File: src/rtl/dcache_pkg.sv
package dcache_pkg;

    localparam int XLEN            = 64;
    localparam int ADDR_W          = 32;
    localparam int OFFSET_W        = 3;
    localparam int DEFAULT_INDEX_W = 8;
    localparam int ROB_W           = 4;
    localparam int BUS_W           = 32;

    // bit 2 set means zero extension on loads
    typedef enum logic [2:0] {
        SZ_B  = 3'b000,
        SZ_H  = 3'b001,
        SZ_W  = 3'b010,
        SZ_D  = 3'b011,
        SZ_BU = 3'b100,
        SZ_HU = 3'b101,
        SZ_WU = 3'b110
    } size_e;

    typedef logic [XLEN-1:0] line_t;

    typedef struct packed {
        logic              is_store;
        size_e             size;
        logic [ADDR_W-1:0] addr;
        logic [XLEN-1:0]   st_data;
        logic [ROB_W-1:0]  rob;
    } cache_req_t;

    typedef struct packed {
        logic [XLEN-1:0]  ld_data;
        logic [ROB_W-1:0] rob;
    } cache_resp_t;

    // decoded access, store data already shifted to its byte lanes
    typedef struct packed {
        logic              valid;
        logic              is_store;
        size_e             size;
        logic [ADDR_W-1:0] addr;
        logic [XLEN/8-1:0] byte_en;
        logic [XLEN-1:0]   st_data;
        logic [ROB_W-1:0]  rob;
    } stage_t;

    typedef struct packed {
        logic              cyc;
        logic              we;
        logic [ADDR_W-1:0] adr;
        logic [BUS_W-1:0]  dat;
    } mem_req_t;

    // store bytes over an existing line
    function automatic line_t merge_line(line_t old_line, stage_t st);
        line_t res;
        res = old_line;
        for (int i = 0; i < XLEN / 8; i++) begin
            if (st.byte_en[i]) begin
                res[8*i +: 8] = st.st_data[8*i +: 8];
            end
        end
        return res;
    endfunction

endpackage

File: src/rtl/dcache_load_result.sv
`timescale 1ns/1ns

module dcache_load_result (
    input  logic                    clk,
    input  logic                    rstn,
    input  dcache_pkg::stage_t      hit_i,
    input  dcache_pkg::line_t       hit_line_i,
    input  logic                    ld_resp_valid_i,
    input  dcache_pkg::stage_t      ld_stage_i,
    input  dcache_pkg::line_t       ld_line_i,
    input  logic                    resp_ready_i,
    output logic                    resp_valid_o,
    output dcache_pkg::cache_resp_t resp_o,
    output logic                    stall_o
);

    logic                            take;
    logic                            src_valid;
    logic                            pend_valid;
    dcache_pkg::stage_t              src_stage;
    dcache_pkg::stage_t              pend_stage;
    dcache_pkg::line_t               src_line;
    dcache_pkg::line_t               pend_line;
    dcache_pkg::line_t               lane;
    logic [dcache_pkg::XLEN-1:0]     ld_data;

    assign take    = ~resp_valid_o | resp_ready_i;
    assign stall_o = ~take | pend_valid;

    always_comb begin
        // a parked miss response goes first
        if (pend_valid) begin
            src_valid = 1'b1;
            src_stage = pend_stage;
            src_line  = pend_line;
        end else if (ld_resp_valid_i) begin
            src_valid = 1'b1;
            src_stage = ld_stage_i;
            src_line  = ld_line_i;
        end else begin
            src_valid = hit_i.valid & ~hit_i.is_store;
            src_stage = hit_i;
            src_line  = hit_line_i;
        end
        lane = src_line >> {src_stage.addr[dcache_pkg::OFFSET_W-1:0], 3'b000};
        case (src_stage.size)
            dcache_pkg::SZ_B:  ld_data = {{56{lane[7]}}, lane[7:0]};
            dcache_pkg::SZ_H:  ld_data = {{48{lane[15]}}, lane[15:0]};
            dcache_pkg::SZ_W:  ld_data = {{32{lane[31]}}, lane[31:0]};
            dcache_pkg::SZ_BU: ld_data = {56'b0, lane[7:0]};
            dcache_pkg::SZ_HU: ld_data = {48'b0, lane[15:0]};
            dcache_pkg::SZ_WU: ld_data = {32'b0, lane[31:0]};
            default:           ld_data = lane;
        endcase
    end

    always_ff @(posedge clk) begin
        if (rstn) begin
            resp_valid_o <= 1'b0;
            pend_valid   <= 1'b0;
        end else begin
            if (take) begin
                resp_valid_o <= src_valid;
                pend_valid   <= 1'b0;
            end else if (ld_resp_valid_i) begin
                pend_valid <= 1'b1;
            end
        end
    end

    always_ff @(posedge clk) begin
        if (take && src_valid) begin
            resp_o.ld_data <= ld_data;
            resp_o.rob     <= src_stage.rob;
        end
        if (ld_resp_valid_i) begin
            pend_stage <= ld_stage_i;
            pend_line  <= ld_line_i;
        end
    end

endmodule

File: config.mk
export PLATFORM = sky130hd
export DESIGN_NAME = dcache_load_result
export DESIGN_NICKNAME = d
export VERILOG_FILES = /design/src/rtl/dcache_pkg.sv /design/src/rtl/dcache_load_result.sv
export SDC_FILE = /design/constraint.sdc
export NUM_CORES = 1
export LEC_CHECK = 0
export BUFFER_PORTS_ARGS = -buffer_cell sky130_fd_sc_hd__buf_2
export CAP_MARGIN = 20
export CORE_MARGIN = 4
export CORE_UTILIZATION = 30
export CTS_BUF_LIST = sky130_fd_sc_hd__clkbuf_16
export DETAILED_ROUTE_END_ITERATION = 16
export SLEW_MARGIN = 20
export SYNTH_ARGS = -nofsm -noshare
export SYNTH_HDL_FRONTEND = slang
export SYNTH_SLANG_ARGS = --single-unit
File: constraint.sdc
create_clock -name clk -period 6.84 [get_ports clk]
set_input_delay 0.342 -clock clk [delete_from_list [all_inputs] [get_ports clk]]
set_output_delay 0.342 -clock clk [all_outputs]
set_load 0.05 [all_outputs]
Word-level counts from Yosys, hierarchy flattened
Cells that the tools add are included.

storage, ports and cells
  register bits = 245
  output and inout port bits = 70
  word-level logic and storage cells = 32

operators by class
  equal/unequal tests = 5
  shifts and indexed selects = 1
  multiplexer cells = 7
  bitwise gates (word level) = 6
  reductions and logical operators = 3

operator list
  operator                                                               count
  64-bit case mux with 6 select lines                                    1
  111-bit two-way mux                                                    2
  64-bit two-way mux                                                     2
  64-bit by 6-bit >> shifter with 64-bit output                          1
  3-bit equality test, second input constant                             3
  3-bit by 1-bit equality test with 1-bit output, second input constant  1
  3-bit by 2-bit equality test with 1-bit output, second input constant  1
  3-bit logical NOT                                                      1
  1-bit inverter                                                         3
  1-bit two-way mux                                                      2
  1-bit OR                                                               2
  2-bit OR reduction                                                     1
  1-bit bitwise AND                                                      1
  1-bit logical AND                                                      1

Logic depth before layout (Yosys ltp)
Gate-level depths: netlist of run 1.

  depth in word-level cells = 5
  depth in mapped cells = 11

Least setup slack after synthesis of run 1
OpenSTA, ideal clock, no wires.

  path kind = register to register
  start = register pend_valid
  end = register resp_o[0] in the netlist's numbering, enable pin
  arrival = 4,830 ps
  required time = 6,323 ps
  slack = 1,493 ps
  stages on the path, launching flop included = 8
  buffers on the path = 4
  clock period less this slack = 5,347 ps
  cells stage by stage = dfxtp_1 -> buf_2 -> buf_2 -> buf_1 -> clkbuf_1 -> nor2_1 -> a21boi_0 -> a21oi_1

on the way
  cells in the longest elaborated chain, start to end = 2

RTL lines
  what                    line                      RTL
  from (decl)             dcache_load_result.sv:19  logic pend_valid;
  from (signal assigned)  dcache_load_result.sv:60  pend_valid <= 1'b0;
  from (signal assigned)  dcache_load_result.sv:64  pend_valid <= 1'b0;
  from (signal assigned)  dcache_load_result.sv:66  pend_valid <= 1'b1;
  1-bit two-way mux       dcache_load_result.sv:32  if (pend_valid) begin
  1-bit logical AND       dcache_load_result.sv:72  if (take && src_valid) begin
  to (decl)               dcache_load_result.sv:13  output dcache_pkg::cache_resp_t resp_o,

No other way between the ends.
A chain may end at the register's enable or synchronous reset.

Worst setup path after layout of run 1
  start = input port ld_resp_valid_i
  end = register resp_o[57] in the netlist's numbering (data pin)

on the way
  cells in the longest elaborated chain, start to end = 4

RTL lines
  what                                                                   line                      RTL
  from (decl)                                                            dcache_load_result.sv:8   input logic ld_resp_valid_i,
  64-bit two-way mux / 111-bit two-way mux (equally long branches)       dcache_load_result.sv:36  end else if (ld_resp_valid_i) begin
  64-bit two-way mux / 111-bit two-way mux (equally long branches)       dcache_load_result.sv:32
  64-bit by 6-bit >> shifter with 64-bit output (tied with other cells)  dcache_load_result.sv:45  lane = src_line >> {src_stage.addr[dcache_pkg::OFFSET_W-1:0], 3'b000};
  64-bit case mux with 6 select lines (*)                                dcache_load_result.sv:46  case (src_stage.size)
  net ld_data, one bit                                                   dcache_load_result.sv:25  logic [dcache_pkg::XLEN-1:0] ld_data;

Mark *: on every way through the listed nets, which the timed path passes. The rest lies on a longest branch.

==> results list, run 1 <==
- Buf+Inv Stages, Crit Path: 2
- After synthesis, the cell types taking the most area are sky130_fd_sc_hd__edfxtp_1 54%, sky130_fd_sc_hd__mux2i_1 13%, sky130_fd_sc_hd__mux2_2 6.0%.
* Post-synthesis adder-cell area fraction: 0%
- The worst hold path belongs to the class in2reg.
* Iteration count of the initial detailed-routing pass: 5
- Synthesis produced a netlist with a net count of 1,055.
* Slew headroom: 29.8%
- Xor and xnor area share after synthesis: 0%
* Launching element type of the critical path: input port
- The routed layout has 6,015 vias.
- Number of setup violations in the final report: 0
- Count of antenna-violating nets left after detailed routing: 0
- For this run the aggregate overflow at the end of global routing stands at 0.
- H-tree levels: 4
- Number of global-route vias before repair: 5,585
- DRT Wirelength: 23,500 um
- Class of the most critical setup path: in2reg
* Post-Synth Simple-Gate Area: 9.17%
- The netlist uses 39 different library cells.
* Area share of the leading cell type in the synthesized netlist: a little over half
- The first global-routing pass estimated 33,700 um of wire.
- Number of antenna violations at the first check in global routing: 2
* P per Cell Area: 285 nW/um2
- In the final routed layout, each cell accounts on average for 18.9 um.
* Number of placement rows: 59
- Using the TritonRoute via totals, the vias-per-cell ratio works out to 4.84.
- For the worst-skew pair, the clock arrives at the later sink with an insertion delay of 0.43 ns.
* Average cell area after synthesis: between 10 and 15 um2
- Post-route fraction of the period consumed by the critical path: 58.5%
- Post-CTS sizing: 0
- Worst-margin pin slew: 1.05 ns
- After layout, the minimum clock period comes to 4.00 ns.
* DR DRC count: 0
* Clock transition at path regs: about 0.07 ns
- The detailed router finished its first iteration with about 570 violations.
* Syn Std Cell Area: 7930 um2
- STA classifies the critical path endpoint as a flip-flop.
- Vert. Die Dim: 171 um
- Count of port buffers added during placement: 223
* Leakage power summed over all cells: 3.99 nW
- Number of buffers added by the clock tree synthesis step: 17
- Compound-gate portion of the synthesized area: between 10% and 20%
- Number of antenna repair diodes: 0
- The post-route netlist has between 30% and 40% of its cells at a drive strength greater than 1.
- The flow ran to the end, and the final reports show no timing, DRC or antenna violations.
- about 430 I/O pins were placed.
- Setup repair after global routing left no endpoint under its margin.
- The count of pins over their slew limit came to 0.
- The largest total area in the synthesized netlist belongs to sky130_fd_sc_hd__edfxtp_1.
- Multiplexer area fraction after synthesis: 20.0%
- The die covers between 20,000 and 30,000 um2.
- Yosys printed 0 warnings.
* Largest vdd supply drop: between 0.15 and 0.2 mV
- The cell count after synthesis came out at 697.
- For this run, the share of the core covered by cells in the final layout is a little under two fifths.
* Maximum root-to-sink buffer count: 2
- After clock tree synthesis, the setup repair step added 0 buffers.
- Clk sink count: 144
* Placed wire-length estimate after detailed placement: 17,900 um
- TritonCTS built the clock tree.
- After synthesis the netlist holds a flip-flop and latch count of between 100 and 150.
* Clock root buffer master: sky130_fd_sc_hd__clkbuf_16
- On the worst path, the slowest cell contributes a delay of about 0.84 ns.
- Hold Fails Final Rpt: 0
- In the final design database the tool counted 1,253 nets.
* Maximum number of pins on one net before global-route repair: 81
- Worst-path fanout max: 79
- Total Negative Setup Slacks: 0 ns
- Dominant combinational cell family by area after synthesis: multiplexers
- Between clock sinks in the finished design, the worst skew comes to approximately 0.011 ns.
* Critical Path Slowest Stage Cell: sky130_fd_sc_hd__a211oi_4
- Area inside the core boundary: 26,100 um2
* Cell breakdown of the critical path: buf_6, mux2i_1, o21a_1, buf_4, mux2i_1, a22oi_1, a21oi_1, a211oi_4, o21ai_0
* Final GP Congestion: 0.871
* Sequential area share after synthesis: 54.3%
- Hold repair after CTS inserted 0 buffers.
* Total global routing track utilization: 15.5%
* Most frequent CP cell: sky130_fd_sc_hd__mux2i_1
* Fmax: 250 MHz
- Overall die width: 171 um
- Max-cap violations in this run came to 0.
- CP required: 6.93 ns
- Crit-path leading delay family: compound AO/OA/AOI/OAI gates
- Data arrival time of the worst path: 4.09 ns
- Synth-to-Final Area Change: 24.5%
- Initial standard-cell utilization of the core: 30.4%
power breakdown:
group / internal (mW) / switching, mW
registers: 1.10 / 0.0302
clock network: 0.572 / 0.383
logic: 0.198 / 0.530
total: 1.87 / 0.942
registers in the layout, summed over array words and instances (netlist names):
signal        cells
pend_valid        1
resp_valid_o      1
pend_line        64
pend_stage       10
resp_o           68
metrics by stage:
step	hold slack [ns]	total power [mW]	setup slack [ns]	cell area, um2	std cells
final	0.0906	2.81	2.84	9870	1243
after global placement	0.511	1.87	2.49	9280	1211
after floorplan	0.411	1.65	1.49	7930	697
after detailed placement	0.527	1.87	2.44	9280	1211
after global routing	0.0848	2.94	2.51	9870	1243
after CTS	0.0686	2.84	2.87	9870	1243
synthesized netlist by cell type (all sizes together):
cell      n
clkbuf   19
dfxtp     2
nand2b    1
o211ai    7
o41ai     1
a21boi    1
a211oi   30
nor4      2
o21a      3
o31ai     1
a22o      7
edfxtp  142
inv       2
a21oi    47
o21ai    68
nand3    12
buf      34
mux2i   106
mux2     44
a22oi     2
nand2    80
nor3      5
nand4     1
and2      1
nor2b     1
o211a     1
nor2     77
layout make-up:
type / count / area [um2]
flip-flops and latches: 144 / 4310
inverters: 2 / 7.51
clock inverters: 15 / 168
repair buffers: 232 / 1190
well taps: 335 / 419
clock buffers: 17 / 425
multi-input cells: 498 / 3350
fillers: 2590 / 16200
layout by cell type (no fill, tap or decap), types with 9 or more instances in the layout:
cell type and instances:
sky130_fd_sc_hd__a211oi_1 28, sky130_fd_sc_hd__a21oi_1 46, sky130_fd_sc_hd__buf_2 222, sky130_fd_sc_hd__buf_4 9, sky130_fd_sc_hd__clkbuf_16 17, sky130_fd_sc_hd__edfxtp_1 142
sky130_fd_sc_hd__mux2_2 42, sky130_fd_sc_hd__mux2i_1 104, sky130_fd_sc_hd__nand2_1 80, sky130_fd_sc_hd__nand3_1 12, sky130_fd_sc_hd__nor2_1 76, sky130_fd_sc_hd__o21ai_0 65
kinds of logic (layout without fill, tap and decap cells):
logic type | Yosys count | after routing
and+or+nand+nor | 180 | 180
AOI/OAI and AO/OA | 168 | 168
DFF | 144 | 144
buffers and inverters | 55 | 266
muxes | 150 | 150
worst paths after layout:
check	depth (start not counted)	slack, ns	startpoint	endpoint
worst max register to register	7	3.00	pend_valid$_SDFFE_PP0P_	resp_o[57]$_DFFE_PP_
worst min register to register	2	0.54	pend_stage[2]$_DFFE_PP_	resp_o[2]$_DFFE_PP_
worst min-delay path	2	0.09	rstn	resp_valid_o$_SDFFE_PP0N_
worst max-delay path	9	2.84	ld_resp_valid_i	resp_o[57]$_DFFE_PP_
per-layer routing:
metal,up-vias,GRT usage [%],part of all wire [%]
met4,4,3.68,1.2
met5,-,0,0.12
met1,2733,24.3,50
met3,22,3.74,7.4
met2,262,21.5,41
li1,2994,-,-
Note: power is estimated with default switching activity, not from simulation.
==> run 2: changes to the inputs <==
--- a/config.mk
+++ b/config.mk
@@ -5,6 +5,7 @@
 export SDC_FILE = /design/constraint.sdc
 export NUM_CORES = 1
 export LEC_CHECK = 0
+export ABC_AREA = 1
 export BUFFER_PORTS_ARGS = -buffer_cell sky130_fd_sc_hd__buf_2
 export CAP_MARGIN = 20
 export CORE_MARGIN = 4
==> constraint.sdc (replaced) <==
create_clock -name clk -period 3.9 [get_ports clk]
set_input_delay 0.195 -clock clk [delete_from_list [all_inputs] [get_ports clk]]
set_output_delay 0.195 -clock clk [all_outputs]
set_load 0.05 [all_outputs]
==> run 2 against run 1 <==
Effect of this change:
- final area rose by 12%
- sequential share of layout area fell by 4.8 points
- flip-flop and latch count did not move
- clock power rose by 82%
- register-to-register slack got worse by 2.2 ns
- die area rose by 6.7%
- hold slack improved by 0.0015 ns
- synthesized area rose by 7.0%
==> results list, run 2 <==
* Asr flop ratio synth: 0% (unchanged)
- Max capacitance violation total: 0 (unchanged)
- I/O Pins: 428 (unchanged)
* Flop-to-flop setup slack: 0.76 ns (-2.24 ns)
* Clock root buffer master: sky130_fd_sc_hd__clkbuf_16
* Number of enable flip-flop cells after synthesis: 142 (unchanged)
- Worst setup slack after placement: 0.824 ns (-1.61 ns)
- The top cell types in the final layout, fill and taps aside, are 323 x sky130_fd_sc_hd__nand2_1, 222 x sky130_fd_sc_hd__buf_2, 162 x sky130_fd_sc_hd__nand3_1.
- The required time at the worst-slack endpoint came to 4.13 ns (-2.80 ns).
- Class of the most critical setup path: reg2reg
- Post-layout nets: 1,615 (+29%)
* Number of placement rows: 61 (+3.4%)
- The number of buffers inserted during clock tree synthesis was 17 (unchanged).
- Count of port buffers added during placement: 223 (unchanged)
- Post-route fraction of the period consumed by the critical path: between 80% and 90%
* Number of global-route vias before repair: 7,421 (+33%)
* Register name with the most flops: resp_o
* Dominant register cell in the synthesized netlist: sky130_fd_sc_hd__edfxtp_1
- Vert. Die Dim: 176 um (+3.3%)
- Final instance area: 11,100 um2 (+12%)
- Number of max-slew violations in the final report: 0 (unchanged)
* Warnings from Yosys: 0 (unchanged)
- Fmax: 318 MHz
- Cell area reported after detailed placement: 9730 um2 (+4.8%)
- Class of the worst hold path: in2reg
- The library cell used most frequently in the layout, excluding fill and tap cells, is sky130_fd_sc_hd__nand2_1.
- The count of different cell masters after synthesis came to 33 (-15%).
* Clk sink count: 144 (unchanged)
- The buffer count from post-CTS setup fixing was 0 (unchanged).
- Initial standard-cell utilization of the core: 30.4% (about the same)
- The pin count of the biggest net entering global routing is 86 (+6.2%).
* Area share of the leading cell type in the synthesized netlist: 50.3% (-3.5 points)
- Number of antenna repair diodes: 0 (unchanged)
- The post-route setup TNS was 0 ns (unchanged).
* Sequential area share after synthesis: 50.8% (-3.5 points)
- The area growth from synthesis to layout is 30.8%.
- The slew at the pin closest to its max-slew limit was 0.990 ns (-0.0593 ns).
- Launching element type of the critical path: flip-flop
- Grt total ovfl: 0 (unchanged)
* Leakage power summed over all cells: 4.94 nW (+24%)
- The deepest clock path buffer count is 2 (unchanged).
- Largest registers ranked by flip-flop count: resp_o (68), pend_line (64), pend_stage (10)
- CTS tree: yes
* Wire length of the first global-routing pass: 42,100 um (+25%)
- By count the netlist is led by 324 x sky130_fd_sc_hd__nand2_1, 162 x sky130_fd_sc_hd__nand3_1, 142 x sky130_fd_sc_hd__edfxtp_1.
- The chip width was 176 um (+3.3%).
* Average cell area after synthesis: 8.43 um2 (-26%)
- The number of gates given a new drive strength after cts came to 0 (unchanged).
* Total global routing track utilization: 17.4% (+1.8 points)
- The die area came to 31,000 um2 (+6.7%).
- Yosys reg bits: 144 (unchanged)
- The tightest slew margin relative to the limit is 34.0% (+4.2 points).
- Largest vdd supply drop: 0.185 mV (+2.7%)
- Flip-flop count of the largest register after layout: 68 (unchanged)
- Yosys attributes the largest share of cell area to sky130_fd_sc_hd__edfxtp_1 50%, sky130_fd_sc_hd__nand2_1 14%, sky130_fd_sc_hd__nand3_1 9.6%.
* Net Count, Synth: 1,364 (+29%)
* Clock transition at path regs: 0.06 ns (about the same)
- DR DRC count: 0 (unchanged)
- Smallest hold slack: 0.0921 ns (+0.00145 ns)
- Via density: 4.83 (-0.17%)
- Iteration count of the initial detailed-routing pass: 5 (unchanged)
* Number of antenna violations at the first check in global routing: 3 (+1)
- The final worst slack came to 0.755 ns (-2.09 ns).
- Area inside the core boundary: 27,900 um2 (+6.9%)
- The overall via count from detail_route came to 7,961 (+32%).
* Gate count after technology mapping: 1,006 (+44%)
- The count of non-filler cells in the finished layout was 1,648 (+33%).
* Syn Std Cell Area: 8480 um2 (+7.0%)
- Placed wire-length estimate after detailed placement: 20,400 um (+14%)
- Data arrival time of the worst path: 3.38 ns (-0.71 ns)
* Count of routing violations after the opening detailed-route iteration: 728 (+27%)
- The worst setup path is captured at a flip-flop.
* Final worst clock skew: 0.0118 ns (+0.000566 ns)
- Count of antenna-violating nets left after detailed routing: 0 (unchanged)
* Final GP Congestion: 0.857 (-1.7%)
* Number of setup violations in the final report: 0 (unchanged)
- Setup repair after global routing left no endpoint under its margin.
- Hold Fails Final Rpt: 0 (unchanged)
* P per Cell Area: 465 nW/um2 (+63%)
- Worst-path fanout max: 43 (-46%)
- The maximum level of the CTS H-tree is 4 (unchanged).
- The placed cell count came to 1,541 (+27%).
* Run status: completed
* Share of layout cells above drive strength 1: 25.0% (-10 points)
- The clock latency reported for the late side of the worst-skew pair was 0.42 ns (about the same).
- The total detailed-routing wirelength is 27,800 um (+18%).
* Final critical path time including I/O delays and setup: 3.14 ns
- The detailed-route wire length per cell is 16.8 um (-11%).
- Most repeated cell in the gate-level netlist after synthesis: sky130_fd_sc_hd__nand2_1
- Cell type with the highest aggregate area in the netlist: sky130_fd_sc_hd__edfxtp_1
-- run 2: power breakdown --
part / leakage, nW / switching [mW] / internal (mW) / total [mW]
clock: 0.308 / 0.666 / 1.07 / 1.74
sequential: 1.43 / 0.0479 / 1.93 / 1.98
combinational: 3.20 / 1.05 / 0.399 / 1.45
total: 4.94 / 1.76 / 3.40 / 5.16
-- run 2: routing by layer --
metal | wire length, um | global-route usage [%]
met5 | 14 | 0
met4 | 420 | 4.55
met3 | 1930 | 3.75
met2 | 11800 | 24.8
met1 | 13600 | 26.6
-- run 2: worst paths after layout --
path,startpoint,end,cells after the start
worst max-delay path,pend_valid$_SDFFE_PP0P_,resp_o[56]$_DFFE_PP_,8
worst min-delay path,resp_ready_i,pend_valid$_SDFFE_PP0P_,4
worst max register to register,pend_valid$_SDFFE_PP0P_,resp_o[56]$_DFFE_PP_,8
worst min register to register,resp_valid_o$_SDFFE_PP0N_,pend_valid$_SDFFE_PP0P_,2
-- run 2: cell families (layout without fill, tap and decap cells) --
kind of cell,count (synthesis),after routing,synth area share (%)
simple gates,634,634,34.1
compound gates,128,128,8.50
buf+inv,100,364,6.67
flops,144,144,50.8
-- run 2: what timing repair did --
item | 4_1_cts | 5_1_grt
setup endpoints to repair | 0 | 0
hold buffers | 75 | 0
hold endpoints to repair | 76 | 0
-- run 2: through the flow --
step | power, mW | utilization [%]
6_report | 5.16 | 39.8
5_1_grt | 5.41 | 39.8
4_1_cts | 5.20 | 39.8
3_5_place_dp | 3.40 | 34.9
3_3_place_gp | 3.39 | 34.9
2_1_floorplan | 2.99 | -
-- run 2: worst max-delay path: stages (launching register included) --
cell and delay [ns]:
sky130_fd_sc_hd__dfxtp_1 0.36, sky130_fd_sc_hd__clkinv_2 0.39, sky130_fd_sc_hd__or2_1 0.39, sky130_fd_sc_hd__nand2_2 0.10
sky130_fd_sc_hd__buf_4 0.40, sky130_fd_sc_hd__nand3_1 0.17, sky130_fd_sc_hd__a21oi_2 0.18, sky130_fd_sc_hd__nand3_2 0.53
sky130_fd_sc_hd__nand4_1 0.38
-- run 2: cell type report --
type	count	area (um2)
Clock buffer	17	425
Clock inverter	15	193
Fill cell	2835	16800
Inverter	18	71.3
Multi-Input combinational cell	762	3610
Sequential cell	144	4300
Tap cell	378	473
Timing Repair Buffer	314	2010
